<file path="config.mk">
export PLATFORM = sky130hd
export DESIGN_NAME = axil_monitor_top
export DESIGN_NICKNAME = d
export VERILOG_FILES = /design/src/hdl/axil_mon_pkg.sv /design/src/hdl/axil_chan_watch.sv /design/src/hdl/axil_wr_tracker.sv /design/src/hdl/axil_rd_tracker.sv /design/src/hdl/axil_fault_collect.sv /design/src/hdl/axil_monitor_top.sv
export SDC_FILE = /design/constraint.sdc
export NUM_CORES = 1
export LEC_CHECK = 0
export BUFFER_PORTS_ARGS = -buffer_cell sky130_fd_sc_hd__buf_2
export CAP_MARGIN = 25
export CORE_UTILIZATION = 35
export DETAILED_ROUTE_END_ITERATION = 8
export PLACE_DENSITY = 0.54
export SYNTH_ARGS = -nofsm -noshare
export SYNTH_HDL_FRONTEND = slang
export SYNTH_HIERARCHICAL = 1
export SYNTH_SLANG_ARGS = --single-unit
</file>
<file path="constraint.sdc">
create_clock -name i_clk -period 4.05 [get_ports i_clk]
set_input_delay 0 -clock i_clk [delete_from_list [all_inputs] [get_ports i_clk]]
set_output_delay 0 -clock i_clk [all_outputs]
set_load 0.01 [all_outputs]
</file>
<file path="src/hdl/axil_mon_pkg.sv">
// AXI-lite bus monitor shared definitions
// Bus widths, per-channel beat payloads and the fault vectors
// produced by the write and read trackers
package axil_mon_pkg;

	////////////////////
	// Bus widths
	////////////////////

	localparam int AXIL_ADDR_W = 28;
	localparam int AXIL_DATA_W = 32;
	localparam int AXIL_STRB_W = AXIL_DATA_W / 8;

	// Width of the first-fault index, enough for 16 fault bits
	localparam int FAULT_IDX_W = 4;

	// OKAY, EXOKAY, SLVERR, DECERR
	typedef logic [1:0] axil_resp_t;

	////////////////////
	// Channel beats
	////////////////////

	// Address channels carry only the address
	typedef struct packed {
		logic [AXIL_ADDR_W-1:0] addr;
	} axil_aw_beat_t;

	typedef struct packed {
		logic [AXIL_ADDR_W-1:0] addr;
	} axil_ar_beat_t;

	typedef struct packed {
		logic [AXIL_DATA_W-1:0] data;
		logic [AXIL_STRB_W-1:0] strb;
	} axil_w_beat_t;

	typedef struct packed {
		logic [AXIL_DATA_W-1:0] data;
		axil_resp_t             resp;
	} axil_r_beat_t;

	typedef struct packed {
		axil_resp_t resp;
	} axil_b_beat_t;

	////////////////////
	// Fault vectors
	////////////////////

	// Write side, first field is the most significant bit
	typedef struct packed {
		logic aw_unstable;
		logic w_unstable;
		logic b_unstable;
		logic aw_stall;
		logic w_stall;
		logic b_stall;
		logic wr_timeout;
		logic b_orphan;
		logic wr_overflow;
	} axil_wr_fault_t;

	// Read side, rd_overflow ends up as bit 0 of the full vector
	typedef struct packed {
		logic ar_unstable;
		logic r_unstable;
		logic ar_stall;
		logic r_stall;
		logic rd_timeout;
		logic r_orphan;
		logic rd_overflow;
	} axil_rd_fault_t;

	// Full 16-bit vector, write part in the upper bits
	typedef struct packed {
		axil_wr_fault_t wr;
		axil_rd_fault_t rd;
	} axil_fault_t;

endpackage

</file>
<file path="src/hdl/axil_chan_watch.sv">
// Single AXI-lite channel watcher
// Produces the handshake pulse, flags a payload change or a dropped
// valid while the channel is stalled, and flags a stall that lasts
// MAX_STALL cycles unless the caller exempts it
`timescale 1ns/1ps

module axil_chan_watch #(
	parameter type payload_t = logic [7:0],
	parameter int  MAX_STALL = 12
) (
	input  logic     i_clk,
	input  logic     i_axi_reset_n,
	input  logic     i_valid,
	input  logic     i_ready,
	input  payload_t i_beat,
	input  logic     i_exempt,
	output logic     o_fire,
	output logic     o_unstable,
	output logic     o_stall_over
);

	// Counter saturates at MAX_STALL
	localparam int TMR_W = $clog2(MAX_STALL + 1);

	logic             stalled;
	logic             prev_stall;
	payload_t         prev_beat;
	logic [TMR_W-1:0] stall_cnt;
	logic             stall_count_en;

	// Channel is holding a beat the other side has not taken
	assign stalled = i_valid && !i_ready;

	// A handshake only counts outside reset
	assign o_fire = i_valid && i_ready && i_axi_reset_n;

	////////////////////
	// Stability check
	////////////////////

	// Last cycle's stall state
	always_ff @(posedge i_clk)
	begin
		if (!i_axi_reset_n)
			prev_stall <= 1'b0;
		else
			prev_stall <= stalled;
	end

	// Payload snapshot, compared only after a stalled cycle
	always_ff @(posedge i_clk)
	begin
		prev_beat <= i_beat;
	end

	// Once stalled, valid must stay up and the beat must not move
	assign o_unstable = prev_stall && (!i_valid || (i_beat != prev_beat));

	////////////////////
	// Stall length
	////////////////////

	assign stall_count_en = stalled && !i_exempt;

	// Consecutive unexempted stall cycles before this one
	always_ff @(posedge i_clk)
	begin
		if (!i_axi_reset_n || !stall_count_en)
			stall_cnt <= '0;
		else if (stall_cnt != TMR_W'(MAX_STALL))
			stall_cnt <= stall_cnt + 1'b1;
	end

	// Single pulse in the cycle the run length hits the limit
	assign o_stall_over = stall_count_en && (stall_cnt == TMR_W'(MAX_STALL - 1));

endmodule

</file>
<file path="src/hdl/axil_wr_tracker.sv">
// AXI-lite write side tracker
// Watches AW, W and B, counts outstanding address and data beats,
// times the write response and flags orphaned responses and
// counter overflow, all as single-cycle fault pulses
`timescale 1ns/1ps

module axil_wr_tracker import axil_mon_pkg::*; #(
	parameter int LGDEPTH    = 4,
	parameter int MAX_WAIT   = 12,
	parameter int MAX_RSTALL = 12,
	parameter int MAX_DELAY  = 12
) (
	input  logic               i_clk,
	input  logic               i_axi_reset_n,
	input  logic               i_aw_valid,
	input  logic               i_aw_ready,
	input  axil_aw_beat_t      i_aw_beat,
	input  logic               i_w_valid,
	input  logic               i_w_ready,
	input  axil_w_beat_t       i_w_beat,
	input  logic               i_b_valid,
	input  logic               i_b_ready,
	input  axil_b_beat_t       i_b_beat,
	output logic [LGDEPTH-1:0] o_awr_outstanding,
	output logic [LGDEPTH-1:0] o_wr_outstanding,
	output axil_wr_fault_t     o_fault
);

	// Timer sized for the largest of the three limits
	localparam int MAX_LIM_A = (MAX_WAIT > MAX_RSTALL) ? MAX_WAIT : MAX_RSTALL;
	localparam int MAX_LIMIT = (MAX_LIM_A > MAX_DELAY) ? MAX_LIM_A : MAX_DELAY;
	localparam int TMR_W     = $clog2(MAX_LIMIT + 1);

	logic             aw_fire, w_fire, b_fire;
	logic             aw_unstable, w_unstable, b_unstable;
	logic             aw_stall, w_stall, b_stall;
	logic             resp_wait;
	logic [TMR_W-1:0] resp_tmr;

	////////////////////
	// Channel watches
	////////////////////

	// A pending BVALID can legitimately hold off new requests
	axil_chan_watch #(.payload_t(axil_aw_beat_t), .MAX_STALL(MAX_WAIT)) u_aw_watch (
		.i_clk(i_clk), .i_axi_reset_n(i_axi_reset_n),
		.i_valid(i_aw_valid), .i_ready(i_aw_ready), .i_beat(i_aw_beat),
		.i_exempt(i_b_valid),
		.o_fire(aw_fire), .o_unstable(aw_unstable), .o_stall_over(aw_stall)
	);

	axil_chan_watch #(.payload_t(axil_w_beat_t), .MAX_STALL(MAX_WAIT)) u_w_watch (
		.i_clk(i_clk), .i_axi_reset_n(i_axi_reset_n),
		.i_valid(i_w_valid), .i_ready(i_w_ready), .i_beat(i_w_beat),
		.i_exempt(i_b_valid),
		.o_fire(w_fire), .o_unstable(w_unstable), .o_stall_over(w_stall)
	);

	// Response stall is never exempt
	axil_chan_watch #(.payload_t(axil_b_beat_t), .MAX_STALL(MAX_RSTALL)) u_b_watch (
		.i_clk(i_clk), .i_axi_reset_n(i_axi_reset_n),
		.i_valid(i_b_valid), .i_ready(i_b_ready), .i_beat(i_b_beat),
		.i_exempt(1'b0),
		.o_fire(b_fire), .o_unstable(b_unstable), .o_stall_over(b_stall)
	);

	////////////////////
	// Outstanding counts
	////////////////////

	// Address beats awaiting B, request and response together cancel
	always_ff @(posedge i_clk)
	begin
		if (!i_axi_reset_n)
			o_awr_outstanding <= '0;
		else if (aw_fire && !b_fire)
			o_awr_outstanding <= o_awr_outstanding + 1'b1;
		else if (!aw_fire && b_fire)
			o_awr_outstanding <= o_awr_outstanding - 1'b1;
	end

	// Data beats awaiting B
	always_ff @(posedge i_clk)
	begin
		if (!i_axi_reset_n)
			o_wr_outstanding <= '0;
		else if (w_fire && !b_fire)
			o_wr_outstanding <= o_wr_outstanding + 1'b1;
		else if (!w_fire && b_fire)
			o_wr_outstanding <= o_wr_outstanding - 1'b1;
	end

	////////////////////
	// Response timer
	////////////////////

	// Only a full write (address and data) is owed a response
	assign resp_wait = (o_awr_outstanding != '0) && (o_wr_outstanding != '0) && !i_b_valid;

	always_ff @(posedge i_clk)
	begin
		if (!i_axi_reset_n || !resp_wait)
			resp_tmr <= '0;
		else if (resp_tmr != TMR_W'(MAX_DELAY))
			resp_tmr <= resp_tmr + 1'b1;
	end

	// Fault pulses for the collector
	always_comb
	begin
		o_fault.aw_unstable = aw_unstable;
		o_fault.w_unstable  = w_unstable;
		o_fault.b_unstable  = b_unstable;
		o_fault.aw_stall    = aw_stall;
		o_fault.w_stall     = w_stall;
		o_fault.b_stall     = b_stall;
		o_fault.wr_timeout  = resp_wait && (resp_tmr == TMR_W'(MAX_DELAY - 1));
		// BVALID needs both an address and a data beat behind it
		o_fault.b_orphan    = i_b_valid &&
				((o_awr_outstanding == '0) || (o_wr_outstanding == '0));
		o_fault.wr_overflow = (&o_awr_outstanding) || (&o_wr_outstanding);
	end

endmodule

</file>
<file path="src/hdl/axil_rd_tracker.sv">
// AXI-lite read side tracker
// Watches AR and R, counts outstanding reads, times the read
// response and flags orphaned R beats and counter overflow
`timescale 1ns/1ps

module axil_rd_tracker import axil_mon_pkg::*; #(
	parameter int LGDEPTH    = 4,
	parameter int MAX_WAIT   = 12,
	parameter int MAX_RSTALL = 12,
	parameter int MAX_DELAY  = 12
) (
	input  logic               i_clk,
	input  logic               i_axi_reset_n,
	input  logic               i_ar_valid,
	input  logic               i_ar_ready,
	input  axil_ar_beat_t      i_ar_beat,
	input  logic               i_r_valid,
	input  logic               i_r_ready,
	input  axil_r_beat_t       i_r_beat,
	output logic [LGDEPTH-1:0] o_rd_outstanding,
	output axil_rd_fault_t     o_fault
);

	localparam int MAX_LIM_A = (MAX_WAIT > MAX_RSTALL) ? MAX_WAIT : MAX_RSTALL;
	localparam int MAX_LIMIT = (MAX_LIM_A > MAX_DELAY) ? MAX_LIM_A : MAX_DELAY;
	localparam int TMR_W     = $clog2(MAX_LIMIT + 1);

	logic             ar_fire, r_fire;
	logic             ar_unstable, r_unstable;
	logic             ar_stall, r_stall;
	logic             resp_wait;
	logic [TMR_W-1:0] resp_tmr;

	// AR stall is excused while an R beat is pending
	axil_chan_watch #(.payload_t(axil_ar_beat_t), .MAX_STALL(MAX_WAIT)) u_ar_watch (
		.i_clk(i_clk), .i_axi_reset_n(i_axi_reset_n),
		.i_valid(i_ar_valid), .i_ready(i_ar_ready), .i_beat(i_ar_beat),
		.i_exempt(i_r_valid),
		.o_fire(ar_fire), .o_unstable(ar_unstable), .o_stall_over(ar_stall)
	);

	axil_chan_watch #(.payload_t(axil_r_beat_t), .MAX_STALL(MAX_RSTALL)) u_r_watch (
		.i_clk(i_clk), .i_axi_reset_n(i_axi_reset_n),
		.i_valid(i_r_valid), .i_ready(i_r_ready), .i_beat(i_r_beat),
		.i_exempt(1'b0),
		.o_fire(r_fire), .o_unstable(r_unstable), .o_stall_over(r_stall)
	);

	// Reads accepted but not yet answered
	always_ff @(posedge i_clk)
	begin
		if (!i_axi_reset_n)
			o_rd_outstanding <= '0;
		else if (ar_fire && !r_fire)
			o_rd_outstanding <= o_rd_outstanding + 1'b1;
		else if (!ar_fire && r_fire)
			o_rd_outstanding <= o_rd_outstanding - 1'b1;
	end

	// Cleared whenever RVALID shows up, stalled or not
	assign resp_wait = (o_rd_outstanding != '0) && !i_r_valid;

	always_ff @(posedge i_clk)
	begin
		if (!i_axi_reset_n || !resp_wait)
			resp_tmr <= '0;
		else if (resp_tmr != TMR_W'(MAX_DELAY))
			resp_tmr <= resp_tmr + 1'b1;
	end

	always_comb
	begin
		o_fault.ar_unstable = ar_unstable;
		o_fault.r_unstable  = r_unstable;
		o_fault.ar_stall    = ar_stall;
		o_fault.r_stall     = r_stall;
		o_fault.rd_timeout  = resp_wait && (resp_tmr == TMR_W'(MAX_DELAY - 1));
		o_fault.r_orphan    = i_r_valid && (o_rd_outstanding == '0);
		o_fault.rd_overflow = &o_rd_outstanding;
	end

endmodule

</file>
<file path="src/hdl/axil_fault_collect.sv">
// Fault collector for the AXI-lite monitor
// Merges write and read fault pulses into sticky flags, records
// the index of the first fault seen and drives the summary flag
`timescale 1ns/1ps

module axil_fault_collect import axil_mon_pkg::*; (
	input  logic                   i_clk,
	input  logic                   i_axi_reset_n,
	input  axil_wr_fault_t         i_wr_fault,
	input  axil_rd_fault_t         i_rd_fault,
	output axil_fault_t            o_fault_flags,
	output logic [FAULT_IDX_W-1:0] o_first_fault,
	output logic                   o_fault
);

	axil_fault_t pulses;

	// Index of the lowest set bit, zero when none is set
	function automatic logic [FAULT_IDX_W-1:0] lowest_bit(input axil_fault_t vec);
		logic [FAULT_IDX_W-1:0] idx;
		idx = '0;
		// Walk downwards so the lowest hit wins
		for (int i = $bits(axil_fault_t) - 1; i >= 0; i--)
		begin
			if (vec[i])
				idx = FAULT_IDX_W'(i);
		end
		return idx;
	endfunction

	// Write part lands in the upper bits
	assign pulses = '{wr: i_wr_fault, rd: i_rd_fault};

	////////////////////
	// Sticky state
	////////////////////

	always_ff @(posedge i_clk)
	begin
		if (!i_axi_reset_n)
		begin
			o_fault_flags <= '0;
			o_first_fault <= '0;
			o_fault       <= 1'b0;
		end
		else
		begin
			// Flags only ever rise until the next reset
			o_fault_flags <= o_fault_flags | pulses;
			// Latch once, on the first pulse into a clean vector
			if ((o_fault_flags == '0) && (pulses != '0))
				o_first_fault <= lowest_bit(pulses);
			// Summary trails the flags by one cycle
			o_fault <= |o_fault_flags;
		end
	end

endmodule

</file>
<file path="src/hdl/axil_monitor_top.sv">
// AXI-lite bus monitor top level
// Packs the flat bus ports into channel beats and connects the
// write tracker, the read tracker and the fault collector
`timescale 1ns/1ps

module axil_monitor_top import axil_mon_pkg::*; #(
	parameter int LGDEPTH    = 4,
	parameter int MAX_WAIT   = 12,
	parameter int MAX_RSTALL = 12,
	parameter int MAX_DELAY  = 12
) (
	input  logic                   i_clk,
	input  logic                   i_axi_reset_n,
	// Write address
	input  logic                   i_axi_awvalid,
	input  logic                   i_axi_awready,
	input  logic [AXIL_ADDR_W-1:0] i_axi_awaddr,
	// Write data
	input  logic                   i_axi_wvalid,
	input  logic                   i_axi_wready,
	input  logic [AXIL_DATA_W-1:0] i_axi_wdata,
	input  logic [AXIL_STRB_W-1:0] i_axi_wstrb,
	// Write response
	input  logic                   i_axi_bvalid,
	input  logic                   i_axi_bready,
	input  axil_resp_t             i_axi_bresp,
	// Read address
	input  logic                   i_axi_arvalid,
	input  logic                   i_axi_arready,
	input  logic [AXIL_ADDR_W-1:0] i_axi_araddr,
	// Read data
	input  logic                   i_axi_rvalid,
	input  logic                   i_axi_rready,
	input  logic [AXIL_DATA_W-1:0] i_axi_rdata,
	input  axil_resp_t             i_axi_rresp,
	// Status
	output logic [LGDEPTH-1:0]     o_awr_outstanding,
	output logic [LGDEPTH-1:0]     o_wr_outstanding,
	output logic [LGDEPTH-1:0]     o_rd_outstanding,
	output axil_fault_t            o_fault_flags,
	output logic [FAULT_IDX_W-1:0] o_first_fault,
	output logic                   o_fault
);

	axil_aw_beat_t  aw_beat;
	axil_w_beat_t   w_beat;
	axil_b_beat_t   b_beat;
	axil_ar_beat_t  ar_beat;
	axil_r_beat_t   r_beat;
	axil_wr_fault_t wr_fault;
	axil_rd_fault_t rd_fault;

	// Beat packing
	assign aw_beat = '{addr: i_axi_awaddr};
	assign w_beat  = '{data: i_axi_wdata, strb: i_axi_wstrb};
	assign b_beat  = '{resp: i_axi_bresp};
	assign ar_beat = '{addr: i_axi_araddr};
	assign r_beat  = '{data: i_axi_rdata, resp: i_axi_rresp};

	axil_wr_tracker #(
		.LGDEPTH(LGDEPTH), .MAX_WAIT(MAX_WAIT),
		.MAX_RSTALL(MAX_RSTALL), .MAX_DELAY(MAX_DELAY)
	) u_wr_tracker (
		.i_clk(i_clk), .i_axi_reset_n(i_axi_reset_n),
		.i_aw_valid(i_axi_awvalid), .i_aw_ready(i_axi_awready), .i_aw_beat(aw_beat),
		.i_w_valid(i_axi_wvalid), .i_w_ready(i_axi_wready), .i_w_beat(w_beat),
		.i_b_valid(i_axi_bvalid), .i_b_ready(i_axi_bready), .i_b_beat(b_beat),
		.o_awr_outstanding(o_awr_outstanding),
		.o_wr_outstanding(o_wr_outstanding),
		.o_fault(wr_fault)
	);

	axil_rd_tracker #(
		.LGDEPTH(LGDEPTH), .MAX_WAIT(MAX_WAIT),
		.MAX_RSTALL(MAX_RSTALL), .MAX_DELAY(MAX_DELAY)
	) u_rd_tracker (
		.i_clk(i_clk), .i_axi_reset_n(i_axi_reset_n),
		.i_ar_valid(i_axi_arvalid), .i_ar_ready(i_axi_arready), .i_ar_beat(ar_beat),
		.i_r_valid(i_axi_rvalid), .i_r_ready(i_axi_rready), .i_r_beat(r_beat),
		.o_rd_outstanding(o_rd_outstanding),
		.o_fault(rd_fault)
	);

	// Sticky flags live only here
	axil_fault_collect u_fault_collect (
		.i_clk(i_clk), .i_axi_reset_n(i_axi_reset_n),
		.i_wr_fault(wr_fault), .i_rd_fault(rd_fault),
		.o_fault_flags(o_fault_flags),
		.o_first_fault(o_first_fault),
		.o_fault(o_fault)
	);

endmodule

</file>
Word-level counts from Yosys, hierarchy flattened:

Index checks and enable logic that the tools add are counted.

* flip-flop bits (word level): 194

* add/subtract/negate cells: 13
* bitwise logic cells: 1
* equality and inequality tests: 19
* reduce and logical (&&, ||, !) cells: 94
* multiplexer cells: 22

Operators by type and width (count)
* $mux W4: 22
* $ne A28 B28 Y1: 2
* $logic_and A1 B1 Y1: 42
* $add A4 B1 Y4 const B: 10
* $ne A36 B36 Y1: 1
* $ne A34 B34 Y1: 1
* $eq A4 B4 Y1 const B: 7
* $ne A4 B4 Y1 const B: 7
* $logic_not A1 Y1: 23
* $logic_not A16 Y1: 1
* $or A16 B16 Y16: 1
* $reduce_bool A16 Y1: 1
* $reduce_or A16 Y1: 1
* $logic_or A1 B1 Y1: 14
* $logic_not A4 Y1: 3
* $reduce_and A4 Y1: 3
* $reduce_bool A4 Y1: 3
* $sub A4 B1 Y4 const B: 3
* $reduce_bool A2 Y1: 3
* $ne A2 B2 Y1: 1

Logic depth before layout (Yosys ltp):

Gate-level depths: netlist of the first run.

* depth after elaboration: 19
* depth in mapped cells: 10
* mapped depth without buffers: 9

By module:

The synthesis of the first run kept the hierarchy.

By module, submodules not included
* axil_chan_watch (u_rd_tracker.u_ar_watch ...): area an instance 1114.8 um^2, cells each 94, times used 2
* axil_chan_watch (u_wr_tracker.u_w_watch): area an instance 1368.8 um^2, cells each 113, times used 1
* axil_chan_watch (u_rd_tracker.u_r_watch): area an instance 1306.3 um^2, cells each 109, times used 1
* axil_fault_collect: area an instance 888.4 um^2, cells each 82, times used 1
* axil_wr_tracker: area an instance 794.5 um^2, cells each 89, times used 1
* axil_rd_tracker: area an instance 511.7 um^2, cells each 60, times used 1
* axil_chan_watch (u_wr_tracker.u_b_watch): area an instance 331.6 um^2, cells each 33, times used 1

Worst setup path after synthesis of the first run:

Ideal clock, no wire load.

* path kind: flip-flop to flip-flop
* start: register u_wr_tracker/u_aw_watch/prev_beat[4] (netlist bit)
* end: register u_fault_collect.o_first_fault[2]
* slack: 1798 ps
* clock period less this slack: 2252 ps
* buffers on the path: 1
* cell stages (with the launch flop): 11
* setup time: 116 ps
* arrival: 2136 ps
* path through: dfxtp_1 xor2_1 nor4_1 nand3_1 o41a_1 buf_4 nor4_2 nand2b_1 a21boi_0 mux2i_1 nor2b_1

* word-level cells in the longest chain between the ends: 19
* elaborated cells on any way between the ends: 21
* classes of those cells: eq/ne: 1; mux: 16; reduce/logical: 4

Ends and longest elaborated chain
* start, declared: RTL line axil_chan_watch.sv:27 `payload_t prev_beat;`
* start signal, assigned: RTL line axil_chan_watch.sv:53 `prev_beat <= i_beat;`
* $ne A28 B28 Y1 (*): RTL line axil_chan_watch.sv:57 `assign o_unstable = prev_stall && (!i_valid || (i_beat != prev_beat));`
* $logic_or A1 B1 Y1 (*): RTL line axil_chan_watch.sv:57
* $logic_and A1 B1 Y1 (*): RTL line axil_chan_watch.sv:57
* via u_wr_tracker.aw_unstable: RTL line axil_wr_tracker.sv:35 `logic aw_unstable, w_unstable, b_unstable;`
* $mux W4 (16 in series): RTL line axil_fault_collect.sv:25 `if (vec[i])`
* end signal, assigned: RTL line axil_fault_collect.sv:52 `o_first_fault <= lowest_bit(pulses);`
* end, declared: RTL line axil_fault_collect.sv:12 `output logic [FAULT_IDX_W-1:0] o_first_fault,`

The timed path passes the listed nets; every way through them passes the cells marked *.
A chain may end at the register's enable or synchronous reset.

==> qor.csv, run 1 <==
stage;metric;value;unit
outcome;status;completed;
routing;final WL;16000;um
flow_run;max_cap viols;0;
cts;Max clock buf depth;2;
routing;Vias/cell;4.41;
cts;CTS tree;built;
pwr;Flop pwr share;49.5;%
critical_path;critical path class;register to register;
synthesis;most instantiated cells after synthesis;194 x dfxtp_1, 75 x xor2_1, 66 x xnor2_1;
critical_path;RR Endpoint;u_fault_collect/o_first_fault[2];
worst_hold_path;hold path depth;3;
global_route;maximum number of pins on one net before global-route repair;36;
pwr;switching share of power;25.4;%
synthesis;Area contributors post-synth;dfxtp_1 52%, xor2_1 8.8%, xnor2_1 7.8%;
timing;post-route setup TNS;0;ns
timing;setup ws final;1.65;ns
timing;worst hold margin;0.0353;ns
critical_path;required time worst endpoint;4.36;ns
cts;H-tree depth;4;
critical_path;CP endpoint kind;register;
synthesis;ys flop type;dfxtp_1;
critical_path;CP max stage cell;o41a_1;
placement;RePlAce Congestion;0.753;
pwr;Clock power frac;37.7;%
placement;placed cell areas;0.00854;sq mm
cts;clock tree sinks;194;
synthesis;post-synth top area share;52.3;%
global_route;initial antenna violation count;0;
cts;clk root buf;clkbuf_16;
synthesis;most frequent cell after synthesis;dfxtp_1;
critical_path;R2R cell count;9;
pwr;net switching power;1.06;mW
critical_path;crit-path max cell delay;0.50;ns
critical_path;Largest delay share family, worst path;simple AND/OR/NAND/NOR gates;
timing;RSZ-0062 raised after global routing;false;
floorplanning;height of the die;148;um
routing;via count;5582;
final_layout;share of layout cells above drive strength 1;22.5;%
floorplanning;FP Rows;52;
synthesis;syn avg cell area;11.0;sq um
critical_path;worst reg-to-reg setup slack;1.65;ns
timing;final hold vios;0;
synthesis;post-synthesis async set-or-reset flop share;0;%
final_layout;number of antenna diodes;0;
placement;worst slack at placement;1.62;ns
synthesis;#FFs+latches synth;194;
timing;Max Freq;0.417;GHz
timing;worst-margin pin slew;0.756;ns
cts;clock latency on the worst-skew pair;0.43;ns
timing;relative slew slack;49.5;%
worst_hold_path;hold wc startpoint;i_axi_wvalid;
global_route;Total GRT Usage;15.4;%
pwr;Peak VDD IR;0.266;mV
final_layout;P&R area growth vs syn;40.4;%
synthesis;synth warn;6;
routing;ANT nets after route;0;
floorplanning;core area;0.0205;sq mm
timing;final setup violating endpoints;0;
routing;Post-route DRC;0;
global_route;first-pass GRT wire length;26500;um
worst_hold_path;hold worst-path end;u_wr_tracker/u_w_watch/prev_stall;
cts;Resize count post-CTS;0;
synthesis;Synth cell types;56;
pwr;leak pwr;4.36;nW
critical_path;CP Launch Type;register;
cts;CTS Buf Count;17;
timing;fin crit share;59.3;%
timing;Final Max Slew Viols;0;
routing;DR pass1 iterations;4;
final_layout;Fillers;1845;
critical_path;Arrival @ worst endpoint;2.71;ns
synthesis;biggest area consumer among synthesized cells;dfxtp_1;
floorplanning;Die Wd;148;um
floorplanning;I/O pin count;173;
timing;minimum clock period;2.40;ns
routing;Avg WL per Cell;12.6;um
pwr;pwr/cell area;401;mW/mm^2
pwr;logic gate share of total power;12.8;%
cts;Clock transition at path regs;0.07;ns
critical_path;cell mode on critical path;nor4_1;
critical_path;worst-path maximum fanout;5;
placement;number of port buffers;172;
placement;DP HPWL;11200;um
routing;Iter 0 DRT Violations;132;
critical_path;CP cell instances;xor2_1, nor4_1, nand3_1, o41a_1, nor4_1, and2_1, a31oi_4, mux2i_1, nor2b_1;
floorplanning;die area;0.0218;sq mm
critical_path;Worst R2R Start;u_rd_tracker/u_ar_watch/prev_beat[4];
pwr;Int Pwr;3.12;mW
timing;Layout Skew;0.0115;ns
synthesis;Synth Cell Area;0.00743;sq mm
synthesis;number of flops mapped to enable cells by yosys;0;
synthesis;post-synthesis cell count;674;
global_route;vias in the first global route;5614;
final_layout;Nets;1151;
global_route;total global routing overflow;0;
critical_path;CP bufs+invs;0;
floorplanning;Starting Density;36.3;%
final_layout;post-route cell area;0.0104;sq mm
worst_hold_path;hold crit path type;input port to register;
synthesis;Seq/Total Area, Yosys;52.3;%
-- worst min-delay path, stage by stage --
cell and delay (ns):
buf_2 0.12, nor2b_1 0.14, and2_1 0.16
-- power groups by stage --
stage | clock network [mW] | registers (mW) | logic [mW]
3_5_place_dp | 0 | 2.12 | 0.438
6_report | 1.58 | 2.07 | 0.535
5_1_grt | 1.72 | 2.08 | 0.601
3_3_place_gp | 0 | 2.11 | 0.437
2_1_floorplan | 0 | 2.12 | 0.255
4_1_cts | 1.64 | 2.07 | 0.539
-- metal layers --
| layer | global-route usage (%) | vias up | part of all wire [%] |
|---|---|---|---|
| li1 | - | 2929 | - |
| met1 | 19.2 | 2512 | 47 |
| met2 | 25.6 | 122 | 47 |
| met3 | 4.66 | 19 | 4.5 |
| met4 | 4.85 | 0 | 1.6 |
| met5 | 0 | - | 0 |
-- worst max path at each step --
stage / cells after the start / end / slack, ns / startpoint
6_report: 9 / u_fault_collect/o_first_fault[2] / 1.65 / u_rd_tracker/u_ar_watch/prev_beat[4]
5_1_grt: 9 / u_fault_collect/o_first_fault[2] / 1.40 / u_rd_tracker/u_ar_watch/prev_beat[4]
4_1_cts: 9 / u_fault_collect/o_first_fault[2] / 1.60 / u_rd_tracker/u_ar_watch/prev_beat[4]
3_5_place_dp: 9 / u_fault_collect/o_first_fault[2] / 1.62 / u_rd_tracker/u_ar_watch/prev_beat[4]
3_3_place_gp: 9 / u_fault_collect/o_first_fault[2] / 1.67 / u_wr_tracker/u_aw_watch/prev_beat[4]
2_1_floorplan: 10 / u_fault_collect/o_first_fault[2] / 1.80 / u_wr_tracker/u_aw_watch/prev_beat[4]
-- what timing repair did --
| action | in CTS | in global routing |
|---|---|---|
| setup buffers | 0 | 0 |
| endpoints found under the hold margin | 133 | 0 |
| hold buffers | 133 | 0 |
-- kinds of logic after synthesis --
group	share of synthesized area, %
AO/OA/AOI/OAI	6.99
XOR/XNOR	16.6
adder cells (fa/ha/maj)	4.68
buffers and inverters	2.61
flip-flops	52.3
multiplexers	1.89
other	0.101
AND/OR/NAND/NOR	14.9
-- area by class of cell --
cell class	count	area (sq um)	area share, %
sequential	194	3880	37.2
timing repair buffer	306	2200	21.1
tap	270	338	3.24
clock buffer	18	429	4.11
multi-input combinational	441	3360	32.2
clock inverter	13	128	1.22
inverter	25	93.8	0.899
-- placed cells by master, fill, tap and decap left out, types with 4 or more instances in the layout --
cell type and count:
clkbuf_16 17, nor2b_1 8, a31oi_1 13, nor2_1 34, nor3_1 6, conb_1 4
nor4_1 23, ha_1 23, o21a_1 17, xnor2_1 66, xor2_1 75, nor3b_1 9
dlygate4sd3_1 133, o21ai_0 11, and3_1 4, clkinv_4 4, nand3_1 24, nand4_1 18
nor4_2 4, and2_1 11, mux2i_1 14, inv_1 25, dfxtp_1 194, a21oi_1 8
buf_2 172, nand2b_1 7, nand3b_1 4, a211oi_1 8, nand2_1 17
-- through the flow --
stage          power [mW]  instances  util, %
3_5_place_dp         2.55       1103     41.7
6_report             4.18       1267     50.9
2_1_floorplan        2.37        676        -
5_1_grt              4.40       1267     50.9
4_1_cts              4.25       1267     50.9
3_3_place_gp         2.55       1103     41.7
-- state kept, by name, indices dropped and copies added (netlist names), 16 cells and up --
name	flops
u_wr_tracker/u_aw_watch/prev_beat	28
u_wr_tracker/u_w_watch/prev_beat	36
u_rd_tracker/u_ar_watch/prev_beat	28
u_fault_collect/o_fault_flags	16
u_rd_tracker/u_r_watch/prev_beat	34
Power figures use the tool's default switching activity.
==> inputs of run 2 (changes only) <==
- clock period: 4.05 -> 2.3 ns (I/O delays scaled with it)
==> qor.csv, run 2 (same netlist as run 1, synthesis figures left out) <==
stage;metric;value;unit
floorplanning;FP Rows;52;
critical_path;critical path class;register to register;
global_route;initial antenna violation count;0;
critical_path;worst reg-to-reg setup slack;-0.005;ns
global_route;first-pass GRT wire length;26800;um
routing;Iter 0 DRT Violations;215;
critical_path;Arrival @ worst endpoint;2.63;ns
critical_path;Worst Setup SP;u_wr_tracker/u_aw_watch/prev_beat[4];
final_layout;Nets;1179;
floorplanning;die area;0.0218;sq mm
routing;Avg WL per Cell;12.7;um
timing;Max Freq;0.434;GHz
outcome;violated checks;negative setup slack;
critical_path;Worst R2R Start;u_wr_tracker/u_aw_watch/prev_beat[4];
routing;via count;5614;
cts;Clock transition at path regs;0.07;ns
timing;final setup violating endpoints;1;
critical_path;crit-path max cell delay;0.51;ns
final_layout;Top Registers;u_wr_tracker/u_w_watch/prev_beat x36, u_rd_tracker/u_r_watch/prev_beat x34;
critical_path;Largest delay share family, worst path;compound AO/OA/AOI/OAI gates;
timing;Final Max Slew Viols;0;
final_layout;post-route cell area;0.0108;sq mm
cts;H-tree depth;4;
timing;Layout Skew;0.00946;ns
placement;worst slack at placement;-0.142;ns
global_route;vias in the first global route;5716;
pwr;Peak VDD IR;0.434;mV
cts;Max clock buf depth;2;
critical_path;required time worst endpoint;2.62;ns
final_layout;P&R area growth vs syn;44.8;%
final_layout;commonest cells after routing, fill and taps aside;192 x dfxtp_1, 172 x buf_2, 134 x dlygate4sd3_1, 75 x xor2_1, 66 x xnor2_1;
timing;relative slew slack;65.5;%
pwr;leak pwr;4.55;nW
placement;placed cell areas;0.00874;sq mm
final_layout;max reg flops;36;
routing;Vias/cell;4.34;
timing;fin crit share;100;%
critical_path;CP cell instances;xor2_1, nor4_1, nand3_1, o41a_1, nor3b_2, a211o_1, a21oi_1, o21ai_1, a31o_1;
routing;ANT nets after route;0;
routing;wl on met1;7630;um
floorplanning;Die Wd;148;um
cts;CTS Buf Count;17;
critical_path;CP max stage cell;o41a_1;
routing;metal2 WL;7820;um
outcome;status;finished with violations;
cts;clk root buf;clkbuf_16;
critical_path;CP bufs+invs;0;
critical_path;R2R cell count;9;
floorplanning;height of the die;148;um
worst_hold_path;hold worst-path end;u_rd_tracker/resp_tmr[2];
critical_path;worst-path maximum fanout;3;
timing;worst hold margin;0.0320;ns
global_route;total global routing overflow;0;
final_layout;number of antenna diodes;0;
floorplanning;Starting Density;36.3;%
floorplanning;core area;0.0205;sq mm
placement;number of port buffers;172;
cts;clock latency on the worst-skew pair;0.43;ns
cts;CTS tree;built;
pwr;pwr/cell area;711;mW/mm^2
timing;worst-margin pin slew;0.513;ns
routing;DR WL met3;764;um
critical_path;RR Endpoint;u_fault_collect/o_first_fault[0];
routing;Post-route DRC;0;
final_layout;fin util;52.5;%
routing;Top Metal Used;met4;
critical_path;CP Launch Type;register;
timing;final hold vios;0;
timing;RSZ-0062 raised after global routing;true;
timing;setup ws final;-0.00493;ns
timing;post-route setup TNS;-0.00493;ns
cts;clock tree sinks;194;
routing;DR pass1 iterations;5;
routing;final WL;16400;um
final_layout;share of layout cells above drive strength 1;26.0;%
worst_hold_path;hold path depth;4;
global_route;Total GRT Usage;15.6;%
placement;RePlAce Congestion;0.755;
worst_hold_path;hold wc startpoint;i_axi_rvalid;
floorplanning;I/O pin count;173;
global_route;maximum number of pins on one net before global-route repair;19;
final_layout;commonest non-fill, non-tap cell in the layout;dfxtp_1;
timing;minimum clock period;2.30;ns
flow_run;max_cap viols;0;
final_layout;Biggest register;u_wr_tracker/u_w_watch/prev_beat;
worst_hold_path;hold crit path type;input port to register;
critical_path;CP endpoint kind;register;
placement;DP HPWL;11500;um
[run 2: cell types whose count changed in the layout (fill, tap and decap cells not counted), sizes merged]
cell         previous run  this run
bufinv                  0         1
buf                   173       200
dlygate4sd3           133       134
clkinvlp                2         3
clkinv                  7         2
inv                    29        31
clkbuf                 18        19
[run 2: final cells by class]
cell class              instances  area [sq um]
fillers                      1790          9730
flip-flops and latches        194          3890
multi-input cells             441          3440
repair buffers                334          2410
clock buffers                  19           453
well taps                     270           338
clock inverters                12           143
inverters                      25          93.8
[run 2: stage by stage]
| stage | std cells | power (mW) |
|---|---|---|
| after floorplan | 676 | 4.18 |
| after global placement | 1129 | 4.54 |
| after detailed placement | 1129 | 4.55 |
| after CTS | 1294 | 7.74 |
| after global routing | 1295 | 8.02 |
| final | 1295 | 7.65 |
[run 2: worst max-delay path by stage]
stage | endpoint | cells after the start | slack (ns)
6_report | u_fault_collect/o_first_fault[0] | 9 | -0.005
5_1_grt | u_fault_collect/o_first_fault[2] | 10 | -0.20
4_1_cts | u_fault_collect/o_first_fault[0] | 9 | -0.09
3_5_place_dp | u_fault_collect/o_first_fault[2] | 9 | -0.14
3_3_place_gp | u_fault_collect/o_first_fault[2] | 9 | -0.03
2_1_floorplan | u_fault_collect/o_first_fault[2] | 10 | 0.05
[run 2: what timing repair did]
item                       4_1_cts  5_1_grt
setup endpoints to repair        4        4
hold buffers                   134        0
pin swaps                       11       11
hold endpoints to repair       140        0
buffers inserted                 0        1
resized for setup                7       12
[run 2: metal layers]
layer | GRT usage [%] | up-vias
li1 | - | 2986
met2 | 26.5 | 118
met1 | 19.0 | 2494
met5 | 0 | -
met3 | 3.83 | 16
met4 | 5.72 | 0
[run 2: tightest hold or removal path: stages]
cell     delay, ns
buf_2         0.17
nor2_1        0.06
nand2_1       0.13
nor2_1        0.06
[run 2: where the power goes]
| part | leakage (nW) | internal (mW) | switching (mW) | total, mW |
|---|---|---|---|---|
| clock network | 0.284 | 1.60 | 1.38 | 2.98 |
| logic | 2.65 | 0.592 | 0.449 | 1.04 |
| registers | 1.62 | 3.53 | 0.0930 | 3.63 |
| total | 4.55 | 5.72 | 1.92 | 7.65 |
